<file path="src/blend_cfg.svh">
// Alpha blender build parameters
// Address width and frame-buffer read latency
`ifndef BLEND_CFG_SVH
`define BLEND_CFG_SVH

// Pixel number width, enough for 640 by 480
`define BLEND_ADDR_W 19

// Cycles from a sampled read strobe to valid read data
`define BLEND_READ_LATENCY 1

`endif

</file>
<file path="src/pixel_pkg.sv">
// Pixel colour types
// Channels, colour words and weighted channel sums used by every stage
`default_nettype none

package pixel_pkg;

	// One 8-bit colour channel
	typedef logic [7:0] channel_t;

	typedef struct packed {
		channel_t r;
		channel_t g;
		channel_t b;
	} rgb_t;

	// Colour plus coverage
	typedef struct packed {
		rgb_t     rgb;
		channel_t a;
	} rgba_t;

	// Weighted sum of one channel, at most 255 * 255
	typedef logic [15:0] wsum_t;

	typedef struct packed {
		wsum_t r;
		wsum_t g;
		wsum_t b;
	} wsum_rgb_t;

endpackage

`default_nettype wire

</file>
<file path="src/frame_pkg.sv">
// Frame-buffer types
// Pixel address and the tag that travels with each pipeline slot
`default_nettype none

`include "blend_cfg.svh"

package frame_pkg;

	typedef logic [`BLEND_ADDR_W-1:0] pix_addr_t;

	// Slot marker, a pixel and a frame end may share one slot
	typedef struct packed {
		logic      valid;
		logic      eof;
		pix_addr_t addr;
	} pix_tag_t;

endpackage

`default_nettype wire

</file>
<file path="src/fetch_if.sv">
// Fetch to multiply-accumulate link
// Slot tag with the foreground pixel and its background colour
`timescale 1ns/1ps
`default_nettype none

interface fetch_if;

	frame_pkg::pix_tag_t tag;
	pixel_pkg::rgba_t    fg;
	pixel_pkg::rgb_t     bg;

	// Driven by the fetch stage
	modport src (
		output tag,
		output fg,
		output bg
	);

	// Read by the multiply-accumulate stage
	modport dst (
		input tag,
		input fg,
		input bg
	);

endinterface

`default_nettype wire

</file>
<file path="src/accum_if.sv">
// Multiply-accumulate to writeback link
// Slot tag with the three weighted channel sums
`timescale 1ns/1ps
`default_nettype none

interface accum_if;

	frame_pkg::pix_tag_t  tag;
	pixel_pkg::wsum_rgb_t sum;

	modport src (
		output tag,
		output sum
	);

	modport dst (
		input tag,
		input sum
	);

endinterface

`default_nettype wire

</file>
<file path="src/pixel_fetch.sv">
// Pixel fetch stage
// Captures foreground pixels, issues background reads and joins the returned
// background to each slot once the read latency has passed
`timescale 1ns/1ps
`default_nettype none

`include "blend_cfg.svh"

module pixel_fetch (
	input  logic                clk,
	input  logic                rst_n,
	input  logic                pixel_ready,
	input  frame_pkg::pix_addr_t pixel_number,
	input  pixel_pkg::rgba_t    fg,
	input  logic                frame_ready,
	output logic                read,
	output frame_pkg::pix_addr_t read_addr,
	input  pixel_pkg::rgb_t     read_data,
	fetch_if.src                out
);

	localparam int L = `BLEND_READ_LATENCY;

	// Delay line covering the outstanding read, stage 0 is the capture register
	frame_pkg::pix_tag_t tag_q [0:L];
	pixel_pkg::rgba_t    fg_q  [0:L];

	// Capture stage doubles as the read request
	assign read      = tag_q[0].valid;
	assign read_addr = tag_q[0].addr;

	always_ff @(posedge clk or negedge rst_n)
	begin
		if (!rst_n)
		begin
			for (int i = 0; i <= L; i++)
			begin
				tag_q[i] <= '0;
			end
		end
		else
		begin
			tag_q[0].valid <= pixel_ready;
			tag_q[0].eof   <= frame_ready;
			tag_q[0].addr  <= pixel_number;
			for (int i = 1; i <= L; i++)
			begin
				tag_q[i] <= tag_q[i-1];
			end
		end
	end

	always_ff @(posedge clk)
	begin
		fg_q[0] <= fg;
		for (int i = 1; i <= L; i++)
		begin
			fg_q[i] <= fg_q[i-1];
		end
	end

	// Read data is valid now for the slot at the end of the line
	always_ff @(posedge clk or negedge rst_n)
	begin
		if (!rst_n)
		begin
			out.tag <= '0;
		end
		else
		begin
			out.tag <= tag_q[L];
		end
	end

	always_ff @(posedge clk)
	begin
		out.fg <= fg_q[L];
		out.bg <= read_data;
	end

endmodule

`default_nettype wire

</file>
<file path="src/blend_mac.sv">
// Blend multiply-accumulate stage
// Forms alpha * fg + (255 - alpha) * bg for each channel
`timescale 1ns/1ps
`default_nettype none

module blend_mac (
	input  logic clk,
	input  logic rst_n,
	fetch_if.dst in,
	accum_if.src out
);

	// Weighted sum of one channel
	function automatic pixel_pkg::wsum_t weigh(
		input pixel_pkg::channel_t fg_c,
		input pixel_pkg::channel_t bg_c,
		input pixel_pkg::channel_t alpha
	);
		pixel_pkg::wsum_t fg_term;
		pixel_pkg::wsum_t bg_term;
		fg_term = pixel_pkg::wsum_t'(alpha) * pixel_pkg::wsum_t'(fg_c);
		bg_term = pixel_pkg::wsum_t'(8'd255 - alpha) * pixel_pkg::wsum_t'(bg_c);
		return fg_term + bg_term;
	endfunction

	pixel_pkg::wsum_rgb_t sum_d;

	always_comb
	begin
		sum_d.r = weigh(in.fg.rgb.r, in.bg.r, in.fg.a);
		sum_d.g = weigh(in.fg.rgb.g, in.bg.g, in.fg.a);
		sum_d.b = weigh(in.fg.rgb.b, in.bg.b, in.fg.a);
	end

	always_ff @(posedge clk or negedge rst_n)
	begin
		if (!rst_n)
		begin
			out.tag <= '0;
		end
		else
		begin
			out.tag <= in.tag;
		end
	end

	// Sums hold across empty slots
	always_ff @(posedge clk)
	begin
		if (in.tag.valid)
		begin
			out.sum <= sum_d;
		end
	end

endmodule

`default_nettype wire

</file>
<file path="src/pixel_writeback.sv">
// Pixel writeback stage
// Scales the sums back to 8 bits and drives the frame-buffer write
// and the frame-ready pulse
`timescale 1ns/1ps
`default_nettype none

module pixel_writeback (
	input  logic                 clk,
	input  logic                 rst_n,
	accum_if.dst                 in,
	output logic                 write,
	output frame_pkg::pix_addr_t write_addr,
	output pixel_pkg::rgb_t      write_data,
	output logic                 o_frame_ready
);

	pixel_pkg::rgb_t blend_d;

	// Divide by 256 by keeping the high byte, no rounding
	always_comb
	begin
		blend_d.r = in.sum.r[15:8];
		blend_d.g = in.sum.g[15:8];
		blend_d.b = in.sum.b[15:8];
	end

	// One-cycle strobes, one slot per clock
	always_ff @(posedge clk or negedge rst_n)
	begin
		if (!rst_n)
		begin
			write         <= 1'b0;
			o_frame_ready <= 1'b0;
		end
		else
		begin
			write         <= in.tag.valid;
			o_frame_ready <= in.tag.eof;
		end
	end

	always_ff @(posedge clk)
	begin
		if (in.tag.valid)
		begin
			write_addr <= in.tag.addr;
			write_data <= blend_d;
		end
	end

endmodule

`default_nettype wire

</file>
<file path="src/alpha_blender_top.sv">
// Alpha blender top level
// Fetch, multiply-accumulate and writeback stages behind plain channel ports
`timescale 1ns/1ps
`default_nettype none

module alpha_blender_top (
	input  logic                 clk,
	input  logic                 rst_n,
	input  logic                 pixel_ready,
	input  frame_pkg::pix_addr_t pixel_number,
	input  pixel_pkg::channel_t  r,
	input  pixel_pkg::channel_t  g,
	input  pixel_pkg::channel_t  b,
	input  pixel_pkg::channel_t  a,
	input  logic                 frame_ready,
	output logic                 read,
	output frame_pkg::pix_addr_t read_addr,
	input  pixel_pkg::channel_t  read_r,
	input  pixel_pkg::channel_t  read_g,
	input  pixel_pkg::channel_t  read_b,
	output logic                 write,
	output frame_pkg::pix_addr_t write_addr,
	output pixel_pkg::channel_t  write_r,
	output pixel_pkg::channel_t  write_g,
	output pixel_pkg::channel_t  write_b,
	output logic                 o_frame_ready
);

	pixel_pkg::rgba_t fg_px;
	pixel_pkg::rgb_t  bg_px;
	pixel_pkg::rgb_t  wb_px;

	fetch_if f_link ();
	accum_if a_link ();

	// Pack external channels
	assign fg_px.rgb.r = r;
	assign fg_px.rgb.g = g;
	assign fg_px.rgb.b = b;
	assign fg_px.a     = a;
	assign bg_px.r     = read_r;
	assign bg_px.g     = read_g;
	assign bg_px.b     = read_b;

	pixel_fetch u_fetch (
		.clk          (clk),
		.rst_n        (rst_n),
		.pixel_ready  (pixel_ready),
		.pixel_number (pixel_number),
		.fg           (fg_px),
		.frame_ready  (frame_ready),
		.read         (read),
		.read_addr    (read_addr),
		.read_data    (bg_px),
		.out          (f_link)
	);

	blend_mac u_mac (
		.clk   (clk),
		.rst_n (rst_n),
		.in    (f_link),
		.out   (a_link)
	);

	pixel_writeback u_wb (
		.clk           (clk),
		.rst_n         (rst_n),
		.in            (a_link),
		.write         (write),
		.write_addr    (write_addr),
		.write_data    (wb_px),
		.o_frame_ready (o_frame_ready)
	);

	assign write_r = wb_px.r;
	assign write_g = wb_px.g;
	assign write_b = wb_px.b;

endmodule

`default_nettype wire

</file>
<file path="config.mk">
export PLATFORM = sky130hd
export DESIGN_NAME = alpha_blender_top
export DESIGN_NICKNAME = d
export VERILOG_FILES = /design/src/pixel_pkg.sv /design/src/frame_pkg.sv /design/src/fetch_if.sv /design/src/accum_if.sv /design/src/pixel_fetch.sv /design/src/blend_mac.sv /design/src/pixel_writeback.sv /design/src/alpha_blender_top.sv
export VERILOG_INCLUDE_DIRS = /design/src /design/src/src
export SDC_FILE = /design/constraint.sdc
export NUM_CORES = 1
export LEC_CHECK = 0
export ABC_AREA = 1
export BUFFER_PORTS_ARGS = -buffer_cell sky130_fd_sc_hd__buf_2
export CORE_AREA = 2 2 270 272
export DETAILED_ROUTE_END_ITERATION = 6
export DIE_AREA = 0 0 272 274
export GPL_TIMING_DRIVEN = 0
export HOLD_SLACK_MARGIN = 0.08
export PLACE_DENSITY = 0.5
export REMOVE_ABC_BUFFERS = 1
export SYNTH_ARGS = -nofsm -noshare
export SYNTH_HDL_FRONTEND = slang
export SYNTH_HIERARCHICAL = 1
export SYNTH_SLANG_ARGS = --single-unit
export TNS_END_PERCENT = 30
</file>
<file path="constraint.sdc">
create_clock -name clk -period 6.33 [get_ports clk]
set_input_delay 0 -clock clk [delete_from_list [all_inputs] [get_ports clk]]
set_output_delay 0 -clock clk [all_outputs]
set_load 0.02 [all_outputs]
</file>
* Word level (Yosys, flattened, before mapping)
Memory sizes are Yosys's and may differ from the RTL's. A register that Yosys moved wholly into a read port is not among the register bits.
Index checks and enable logic that the tools add are counted.
** Cells by class
- Multiply operators :: 6
- Add/sub/neg operators :: 4
- Reduce and logical (&&, ||, !) cells :: 0
- Div/mod/pow operators :: 0
- Shift-type cells :: 0
- Equality and inequality tests :: 0
- Multiplexer cells :: 0
- Bitwise gates (word level) :: 0
- Order comparisons :: 0
** Operators by type and width (count)
- $add 16x16->16 :: 3
- $mul 16x8->16 :: 3
- $mul 8x8->16 :: 3
- $sub 8x8->9 const A :: 1
** Word-level totals
- Input bits :: 79
- Word-level logic and storage cells :: 35
- Memory bits (read-only) :: 0
- Register bits after elaboration :: 201
- Memories kept :: 1
- Bits in writable memories :: 64
- Output and inout bits :: 65
- Bits in latches :: 0
** Memory list
- u_fetch.fg_q :: depth 2, width 32, read ports 2, clocked after memory_dff 1, wr ports 2, RTL line pixel_fetch.sv:26 : pixel_pkg::rgba_t fg_q [0:L];

* Depth between registers and ports, before layout
Gate-level depths: netlist of the first run.
- Depth after elaboration :: 3
- Gate-level depth with buffers :: 25

* Hierarchy
The synthesis of the first run kept the hierarchy.
** Modules (own cells, without submodules)
- blend_mac :: area each 15773.9 um2, seq. area each 1966.9 um2, times used 1, cells each 1962
- pixel_fetch :: area each 4121.5 um2, seq. area each 3978.8 um2, times used 1, cells each 202
- pixel_writeback :: area each 1341.3 um2, seq. area each 1341.3 um2, times used 1, cells each 45

* Least setup slack after synthesis of the first run
Ideal clock, no wire load.
- Path kind :: flip-flop to flip-flop
- From :: register u_fetch/out.fg[6] (netlist name)
- To :: register u_mac/out.sum[15] (netlist name)
- Data arrival time :: 4830 ps
- Path buffers :: 2
- Stages on the path, launching flop included :: 20
- Path slack :: 1248 ps
- Required time :: 6078 ps
- Setup time :: 252 ps
- Cells stage by stage :: dfxtp_1 -> clkbuf_1 -> clkbuf_1 -> nand2_1 -> fa_1 -> fa_1 -> inv_1 -> fa_1 -> inv_1 -> fa_1 -> fa_1 -> fa_1 -> inv_1 -> ha_1 -> nand2_1 -> nor2_2 -> and2_1 -> nand2_1 -> nand3_1 -> nand2_1

==> impl_metrics.csv, run 1 <==
group,metric,value,unit
cells_and_area,syn_to_final_growth,21.1,%
grt,grt_overflow,0,
worst_setup_path,cpPeakStageDelay,940,ps
flow_run,drv_cap,0,
worst_setup_path,setup.worst_path.start_class,"register",
floorplanning,fp.dieH,274,um
cells_and_area,final_net_count,2973,
grt,grt_pass1_wl,75900,um
power_and_ir_drop,pwr_density_cell,498,mW/mm2
clock_network,cts_buffers,34,
worst_setup_path,worstPathCellList,"inv_1 -> nand2_1 -> fa_1 -> fa_1 -> inv_1 -> fa_1 -> fa_1 -> fa_1 -> inv_1 -> fa_1 -> inv_1 -> ha_1 -> nand2_2 -> nor2_1 -> and2_0 -> nand2_1 -> nand3_1 -> nand2_1",
sta,period_minus_slack,5960,ps
placed_design,place_ws,427,ps
sta,setup_viol,0,
cells_and_area,drive_gt1_share,9.30,%
worst_setup_path,cp_max_fo,35,
drt,viasPerCell,4.08,
power_and_ir_drop,p_clk_share,16.4,%
sta,final-max-slew-violation-count,0,
floorplanning,num_rows,99,
worst_hold_path,hold_start,"b[0]",
run_status,outcome,"completed",
clock_network,cts_sinks,273,
grt,antenna_found_initial,0,
cells_and_area,fillers,7310,
worst_setup_path,end_kind,"register",
grt,grt_max_degree,61,
worst_setup_path,cpMaxStageDelayCell,"dfxtp_2",
cells_and_area,final_cells,3401,
cells_and_area,final_common_cell,"inv_1",
drt,via_count,13900,
grt,grt_pass1_vias,15300,
worst_setup_path,reg2reg_depth,18,
power_and_ir_drop,pwr-share-comb,63.9,%
cells_and_area,num_antenna_cells,0,
sta,finalCritPeriodShare,94.1,%
clock_network,clk_pin_slew_worst_paths,60,ps
floorplanning,fp.coreArea,0.0720,mm2
cells_and_area,mostFrequentLayoutCells,"inv_1 (616), nand2_1 (435), fa_1 (287)",
yosys,synthCells,2167,
placed_design,dpl.hpwl,34200,um
worst_setup_path,path_buf_inv,4,
power_and_ir_drop,switching_share,46.2,%
worst_hold_path,min_to,"u_fetch/fg_q[0][8]",
yosys,syn_area,0.0204,mm2
worst_setup_path,r2r_slack,370,ps
sta,relSlewSlack,37.4,%
drt,ant_nets,0,
worst_hold_path,min_path_type,"in2reg",
worst_setup_path,worstPathRequired,6630,ps
clock_network,cts_resized,0,
clock_network,clock_latency,550,ps
clock_network,htree_levels,2,
placed_design,numPortBuffers,143,
power_and_ir_drop,p_sw,5.67,mW
drt,first_pass_iters,5,
drt,drc,0,
floorplanning,start_util,28.3,%
power_and_ir_drop,seqPwrFrac,19.7,%
clock_network,cts-root-buf,"clkbuf_16",
sta,worst_slack,371,ps
clock_network,cts_tree,"built",
sta,tightestPinTransition,939,ps
drt,wire_per_inst,13.3,um
worst_setup_path,r2r-start,"u_fetch/out.fg[2]",
drt,drt_iter0_drc,504,
power_and_ir_drop,leakage,13.3,nW
floorplanning,die_area,0.0745,mm2
power_and_ir_drop,p_int,6.61,mW
sta,fmaxAchievable,168,MHz
yosys,syn_avg_cell_area,9.41,um2
grt,grt_util_all_layers,12.6,%
clock_network,cts.path.max_buffers,3,
yosys,ys.warnings.count,6,
sta,hold_viol,0,
clock_network,cts_setup_buffers,0,
placed_design,place_inst,3199,
drt,routed_wl,45100,um
sta,fin_worst_skew,13.6,ps
sta,grt_setup_unrepaired,"no",
power_and_ir_drop,ir_drop,0.000386,V
worst_setup_path,path_delay_family,"adder cells",
worst_setup_path,crit_path_frequent_cell,"fa_1",
worst_setup_path,cp.arrival,6260,ps
floorplanning,ios,144,
worst_hold_path,hold_depth,2,
worst_setup_path,critical_path_class,"reg2reg",
worst_setup_path,reg2reg_to,"u_mac/out.sum[31]",
floorplanning,die_w,272,um
placed_design,place_congestion,0.812,
sta,tns,0,ps
[sequential cells by signal, indices dropped and copies added, names as in the netlist]
register / count
u_wb/o_frame_ready: 1
u_wb/write_data: 24
u_fetch/read: 1
u_mac/out.sum: 24
u_fetch/out.fg: 32
u_fetch/tag_q: 22
u_wb/write_addr: 19
u_mac/out.tag: 21
u_fetch/out.tag: 21
u_fetch/fg_q: 64
u_fetch/out.bg: 24
u_fetch/read_addr: 19
u_wb/write: 1
[worst max-delay path by stage]
stage	cells past startpoint	endpoint	start	slack (ps)
6_report	18	u_mac/out.sum[31]	u_fetch/out.fg[2]	370
5_1_grt	18	u_mac/out.sum[47]	u_fetch/out.fg[2]	50
2_1_floorplan	18	u_mac/out.sum[31]	u_fetch/out.fg[1]	900
3_3_place_gp	18	u_mac/out.sum[31]	u_fetch/out.fg[1]	-730
4_1_cts	18	u_mac/out.sum[31]	u_fetch/out.fg[2]	430
3_5_place_dp	18	u_mac/out.sum[31]	u_fetch/out.fg[2]	430
[final cells by class]
cell class	instances	area, um2	share of cell area [%]
Clock buffer	46	966	3.91
Clock inverter	16	204	0.826
Timing Repair Buffer	292	2320	9.42
Sequential cell	273	6580	26.6
Multi-Input combinational cell	1197	11100	44.9
Inverter	618	2320	9.40
Tap cell	959	1200	4.86
[per-layer routing]
layer	wire length [um]	vias up	track usage, %
met3	2050	63	2.65
met5	0	-	0
met2	22100	237	21.6
met4	989	0	3.46
met1	20000	6878	16.1
li1	-	6700	-
[what timing repair did]
item | 4_1_cts | 5_1_grt
hold buffers | 140 | 0
setup endpoints to repair | 0 | 0
hold endpoints to repair | 163 | 0
[per-stage QoR]
step | area [um2] | hold WS (ps) | power [mW] | util, %
after floorplan | 20000 | -296 | 8.47 | -
final | 24700 | 113 | 12.3 | 34.3
after global placement | 21900 | 102 | 10.3 | 30.4
after global routing | 24700 | 103 | 13.8 | 34.3
after detailed placement | 22100 | -64.8 | 10.3 | 30.7
after CTS | 24700 | 82.4 | 12.5 | 34.3
[power by group through the flow]
| stage | Combinational, mW | Sequential, mW | Clock (mW) |
|---|---|---|---|
| 3_5_place_dp | 7.83 | 2.47 | 0 |
| 3_3_place_gp | 7.77 | 2.49 | 0 |
| 4_1_cts | 7.96 | 2.43 | 2.10 |
| 2_1_floorplan | 5.97 | 2.50 | 0 |
| 6_report | 7.85 | 2.43 | 2.01 |
| 5_1_grt | 9.14 | 2.45 | 2.17 |
No activity file was read; power rests on OpenSTA's default activity.
==> inputs of run 2 (changes only) <==
--- a/config.mk
+++ b/config.mk
@@ -6,15 +6,15 @@
 export SDC_FILE = /design/constraint.sdc
 export NUM_CORES = 1
 export LEC_CHECK = 0
-export ABC_AREA = 1
 export BUFFER_PORTS_ARGS = -buffer_cell sky130_fd_sc_hd__buf_2
-export CORE_AREA = 2 2 270 272
+export CORE_AREA = 2 2 267 269
 export DETAILED_ROUTE_END_ITERATION = 6
-export DIE_AREA = 0 0 272 274
+export DIE_AREA = 0 0 269 271
 export GPL_TIMING_DRIVEN = 0
 export HOLD_SLACK_MARGIN = 0.08
 export PLACE_DENSITY = 0.5
 export REMOVE_ABC_BUFFERS = 1
+export SETUP_SLACK_MARGIN = 0.15
 export SYNTH_ARGS = -nofsm -noshare
 export SYNTH_HDL_FRONTEND = slang
 export SYNTH_HIERARCHICAL = 1
==> run 2 against run 1 <==
Clock power decreased by 16%. Worst hold slack got worse by 5.3 ps. Die area decreased by 2.2%. Final cell count decreased by 11%. Worst setup slack got worse by 140 ps. Critical path type unchanged. Largest cell class unchanged. Largest power group unchanged. Highest routed layer unchanged.
==> impl_metrics.csv, run 2 <==
group,metric,value,unit
run_status,outcome,"completed",
sta,tightestPinTransition,785,ps
sta,final-max-slew-violation-count,0,
drt,dr.max_layer_used,"met4",
yosys,syn_area,0.0199,mm2
power_and_ir_drop,pwr_density_cell,474,mW/mm2
drt,wl_met3,1360,um
cells_and_area,multiInputGateArea,0.0114,mm2
worst_setup_path,crit_path_frequent_cell,"fa_1",
yosys,syn_avg_cell_area,11.1,um2
power_and_ir_drop,leakage,11.6,nW
sta,holdWs,108,ps
cells_and_area,num_antenna_cells,0,
clock_network,cts_buffers,30,
worst_setup_path,critical_path_class,"reg2reg",
worst_setup_path,cp.arrival,6420,ps
grt,grt_pass1_vias,14000,
floorplanning,num_rows,97,
clock_network,cts_tree,"built",
floorplanning,die_w,269,um
cells_and_area,syn_to_final_growth,21.9,%
worst_hold_path,min_to,"u_fetch/tag_q[40]",
worst_hold_path,hold_start,"frame_ready",
clock_network,htree_levels,1,
drt,met1_length,18800,um
drt,wl_met2,21100,um
worst_setup_path,cp_max_fo,32,
sta,fin_worst_skew,41.6,ps
sta,grt_setup_unrepaired,"yes",
worst_hold_path,hold_depth,2,
grt,antenna_found_initial,0,
sta,tns,0,ps
cells_and_area,drive_gt1_share,10.3,%
drt,viasPerCell,4.08,
cells_and_area,largest_registers,"u_fetch/fg_q x64, u_fetch/out.fg x32",
grt,grt_util_all_layers,12.2,%
placed_design,numPortBuffers,143,
cells_and_area,final_area,0.0242,mm2
cells_and_area,postLayoutCoreUtil,34.7,%
drt,drc,0,
clock_network,clk_pin_slew_worst_paths,60,ps
worst_setup_path,setup.worst_path.start_class,"register",
clock_network,cts_sinks,273,
drt,wire_per_inst,13.9,um
worst_setup_path,r2r_slack,240,ps
sta,fmaxAchievable,164,MHz
worst_setup_path,path_buf_inv,4,
placed_design,place_area,0.0217,mm2
worst_setup_path,worstPathCellList,"buf_12 -> nand2_1 -> fa_1 -> fa_1 -> fa_1 -> inv_1 -> fa_1 -> fa_1 -> inv_1 -> fa_1 -> inv_1 -> ha_1 -> and2_1 -> a221o_2 -> o311ai_2 -> a21oi_1 -> xnor2_1",
drt,ant_nets,0,
sta,period_minus_slack,6090,ps
floorplanning,die_area,0.0729,mm2
power_and_ir_drop,ir_drop,0.000418,V
worst_setup_path,path_delay_family,"adder cells",
cells_and_area,largest-register,"u_fetch/fg_q",
clock_network,cts_setup_buffers,0,
sta,hold_viol,0,
clock_network,cts.path.max_buffers,3,
drt,first_pass_iters,4,
floorplanning,fp.dieH,271,um
worst_hold_path,min_path_type,"in2reg",
grt,grt_overflow,0,
placed_design,dpl.hpwl,31800,um
worst_setup_path,r2r-start,"u_fetch/out.fg[2]",
worst_setup_path,cpMaxStageDelayCell,"dfxtp_2",
cells_and_area,final_net_count,2623,
clock_network,cts-root-buf,"clkbuf_16",
sta,setup_viol,0,
drt,drt_iter0_drc,431,
cells_and_area,largest_reg_flops,64,
placed_design,place_congestion,0.757,
cells_and_area,regArea,0.00658,mm2
yosys,synthCells,1785,
worst_setup_path,reg2reg_to,"u_mac/out.sum[15]",
yosys,ys.warnings.count,6,
cells_and_area,mostFrequentLayoutCells,"inv_1 (416), fa_1 (287), ha_1 (191)",
cells_and_area,final_common_cell,"inv_1",
power_and_ir_drop,total_power,11.5,mW
clock_network,clock_latency,620,ps
drt,routed_wl,42200,um
drt,via_count,12400,
worst_setup_path,worstPathRequired,6650,ps
worst_setup_path,end_kind,"register",
worst_setup_path,worst-path-stages,17,
sta,finalCritPeriodShare,96.3,%
grt,grt_max_degree,73,
grt,grt_pass1_wl,71800,um
floorplanning,start_util,28.5,%
sta,relSlewSlack,47.7,%
floorplanning,ios,144,
floorplanning,fp.coreArea,0.0698,mm2
worst_setup_path,reg2reg_depth,17,
cells_and_area,fillers,6979,
worst_setup_path,cpPeakStageDelay,630,ps
flow_run,drv_cap,0,
run 2: cell count changes in the layout (fill, tap and decap cells not counted), moves of 6 or more:
cell	delta
nor2_1	-148
clkbuf_1	+6
dlygate4sd3_1	+17
o21ai_0	+16
nand3_1	-41
inv_1	-200
and2_1	+96
nand4_1	-9
nand2b_1	+67
xnor2_1	+12
nor2b_1	+127
nand2_1	-330
run 2: final cells by class:
cell class	count	share of cell area [%]
Clock inverter	8	0.315
Timing Repair Buffer	309	10.3
Tap cell	940	4.86
Clock buffer	47	3.66
Inverter	416	6.45
Multi-Input combinational cell	1036	47.3
Sequential cell	273	27.2
run 2: per-stage QoR:
step / setup slack, ps / instances
floorplan: 431 / 1725
global placement: -1070 / 2808
detailed placement: 157 / 2818
CTS: 195 / 3029
global route: 20.2 / 3029
finish: 236 / 3029
run 2: where the power goes:
part           switching (mW)  internal [mW]  leakage [nW]  total, mW
Sequential              0.111           2.35          2.67       2.46
Combinational            4.12           3.20          8.47       7.32
Clock                   0.728          0.963         0.461       1.69
Total                    4.96           6.51          11.6       11.5
run 2: worst max path at each step:
stage                 startpoint                 to
2_1_floorplan  u_fetch/out.fg[5]  u_mac/out.sum[13]
3_3_place_gp   u_fetch/out.fg[5]  u_mac/out.sum[15]
3_5_place_dp   u_fetch/out.fg[5]  u_mac/out.sum[15]
4_1_cts        u_fetch/out.fg[2]  u_mac/out.sum[15]
5_1_grt        u_fetch/out.fg[2]  u_mac/out.sum[15]
6_report       u_fetch/out.fg[2]  u_mac/out.sum[15]
run 2: per-layer routing:
layer,up-vias,track usage [%]
li1,5878,-
met1,6285,15.8
met2,143,21.5
met3,58,1.62
met4,0,3.22
met5,-,0
run 2: timing repair:
item                                    CTS  global route
hold buffers                            156             0
gates resized for setup                   2             1
endpoints found under the hold margin   163             0
endpoints found under the setup margin    1             5
==> inputs of run 3 (changes only) <==
--- a/config.mk
+++ b/config.mk
@@ -10,7 +10,7 @@
 export CORE_AREA = 2 2 267 269
 export DETAILED_ROUTE_END_ITERATION = 6
 export DIE_AREA = 0 0 269 271
-export GPL_TIMING_DRIVEN = 0
+export GPL_TIMING_DRIVEN = 1
 export HOLD_SLACK_MARGIN = 0.08
 export PLACE_DENSITY = 0.5
 export REMOVE_ABC_BUFFERS = 1
==> run 3 against run 2 <==
Sequential power hardly changed. Flip-flop and latch count did not move. Routed wire length increased by 1.7%. Design area stayed put. Fmax rose by 5.1%. Worst setup slack better by 290 ps. Largest power group unchanged. Clock-buffer cell count fell by 5. Combinational power about the same. Power grew 0.20%. Core utilization is the same. Critical path depth increased by 2. Critical path type unchanged. Worst hold slack worse by 2.4 ps.
==> impl_metrics.csv, run 3 (synthesized netlist as in run 2, its figures left out) <==
group,metric,value,unit
worst_setup_path,setup.worst_path.start_class,"register",
cells_and_area,multiInputGateArea,0.0114,mm2
flow_run,drv_cap,0,
clock_network,cts.path.max_buffers,3,
drt,routed_wl,42900,um
clock_network,cts-root-buf,"clkbuf_16",
grt,grt_pass1_wl,72800,um
worst_hold_path,hold_start,"a[3]",
sta,hold_viol,0,
run_status,outcome,"completed",
worst_hold_path,min_path_type,"in2reg",
worst_setup_path,crit_start,"u_fetch/out.fg[4]",
power_and_ir_drop,leakage,11.6,nW
worst_hold_path,hold_depth,2,
cells_and_area,drive_gt1_share,10.7,%
clock_network,htree_levels,1,
floorplanning,die_w,269,um
sta,tns,0,ps
drt,drc,0,
worst_setup_path,cp_max_fo,22,
floorplanning,die_area,0.0729,mm2
placed_design,dpl.hpwl,33000,um
floorplanning,num_rows,97,
floorplanning,fp.dieH,271,um
clock_network,cts_sinks,273,
sta,fmaxAchievable,172,MHz
worst_setup_path,reg2reg_depth,19,
cells_and_area,mostFrequentLayoutCells,"inv_1 (416), fa_1 (287), ha_1 (191)",
cells_and_area,largest-register,"u_fetch/fg_q",
floorplanning,start_util,28.5,%
worst_setup_path,cp.arrival,6230,ps
cells_and_area,regArea,0.00657,mm2
placed_design,place_congestion,0.784,
worst_setup_path,worstPathRequired,6760,ps
sta,tightestPinTransition,1040,ps
power_and_ir_drop,total_power,11.5,mW
grt,grt_pass1_vias,13900,
sta,relSlewSlack,30.6,%
floorplanning,ios,144,
cells_and_area,largest_registers,"u_fetch/fg_q x64, u_fetch/out.fg x32",
sta,grt_setup_unrepaired,"no",
sta,final-max-slew-violation-count,0,
cells_and_area,syn_to_final_growth,21.9,%
drt,ant_nets,0,
sta,fin_worst_skew,12.7,ps
drt,drt_iter0_drc,397,
worst_setup_path,cpMaxStageDelayCell,"dfxtp_1",
grt,antenna_found_initial,1,
sta,period_minus_slack,5800,ps
cells_and_area,final_common_cell,"inv_1",
power_and_ir_drop,pwr_density_cell,475,mW/mm2
worst_setup_path,worstPathCellList,"buf_4 -> nand2_1 -> fa_1 -> inv_1 -> ha_1 -> inv_1 -> fa_1 -> inv_1 -> fa_1 -> inv_1 -> fa_1 -> inv_1 -> fa_1 -> ha_1 -> a21o_1 -> a21oi_2 -> a21oi_1 -> or4_1 -> a32oi_1",
clock_network,clk_pin_slew_worst_paths,60,ps
grt,grt_overflow,0,
drt,viasPerCell,4.07,
clock_network,clock_latency,590,ps
floorplanning,fp.coreArea,0.0698,mm2
clock_network,cts_tree,"built",
worst_setup_path,critical_path_class,"reg2reg",
grt,grt_max_degree,87,
worst_setup_path,r2r-start,"u_fetch/out.fg[4]",
cells_and_area,fillers,6977,
worst_setup_path,cpPeakStageDelay,620,ps
power_and_ir_drop,ir_drop,0.000388,V
sta,setup_viol,0,
cells_and_area,postLayoutCoreUtil,34.7,%
grt,grt_util_all_layers,12.5,%
worst_setup_path,end_kind,"register",
clock_network,cts_buffers,30,
sta,finalCritPeriodShare,91.6,%
cells_and_area,largest_reg_flops,64,
drt,via_count,12400,
drt,first_pass_iters,6,
cells_and_area,final_net_count,2633,
placed_design,numPortBuffers,143,
drt,wire_per_inst,14.1,um
run 3: cell count changes in the layout (fill, tap and decap cells not counted), moves of 3 or more:
cell / previous run / this run
dfxtp_2: 6 / 0
buf_4: 1 / 21
dfxtp_1: 112 / 119
buf_12: 9 / 3
clkbuf_1: 11 / 7
dlygate4sd3_1: 156 / 153
run 3: path summary, 6_finish.rpt:
path | to | slack (ps)
setup / recovery | u_mac/out.sum[47] | 530
hold / removal | u_fetch/fg_q[0][3] | 110
setup reg to reg | u_mac/out.sum[47] | 530
hold reg to reg | u_fetch/out.fg[19] | 320
max in group asynchronous | u_mac/out.tag[20] | 5430
min in group asynchronous | u_mac/out.tag[12] | 140
run 3: metrics by stage:
| stage | area [um2] | worst slack, ps | hold slack, ps | std cells |
|---|---|---|---|---|
| global route | 24200 | 198 | 98.6 | 3039 |
| CTS | 24200 | 353 | 80.5 | 3036 |
| floorplan | 19600 | 431 | -296 | 1725 |
| global placement | 21700 | 517 | 104 | 2831 |
| detailed placement | 21700 | 346 | 104 | 2831 |
| finish | 24200 | 530 | 105 | 3040 |
run 3: area by class of cell:
class                           instances  share of cell area [%]
Sequential cell                       273                    27.1
Timing Repair Buffer                  319                    10.2
Tap cell                              940                    4.86
Clock inverter                         12                   0.625
Multi-Input combinational cell       1036                    47.2
Antenna cell                            2                  0.0207
Inverter                              416                    6.45
Clock buffer                           42                    3.51
run 3: what timing repair did:
| action | in CTS | in global routing |
|---|---|---|
| setup buffers | 0 | 0 |
| hold buffers | 151 | 2 |
| endpoints found under the setup margin | 0 | 4 |
| resized for setup | 0 | 1 |
| endpoints found under the hold margin | 163 | 2 |
run 3: worst max-delay path: cells and delay by family, from the launching register on:
family          cells  cell delay [ps]
fa+ha+maj           7             3090
compound gates      4              670
simple gates        2              640
buf+inv             6              630
flops               1              620
run 3: routing by layer:
layer / wire length (um) / GRT usage [%] / part of all wire, %
met5: 0 / 0 / 0
met4: 875 / 3.17 / 2.0
met3: 1630 / 1.88 / 3.8
met2: 21200 / 21.5 / 49
met1: 19200 / 16.3 / 45
run 3: power breakdown:
group | switching [mW] | internal [mW]
combinational | 4.09 | 3.20
sequential | 0.110 | 2.35
clock | 0.723 | 1.02
total | 4.92 | 6.58
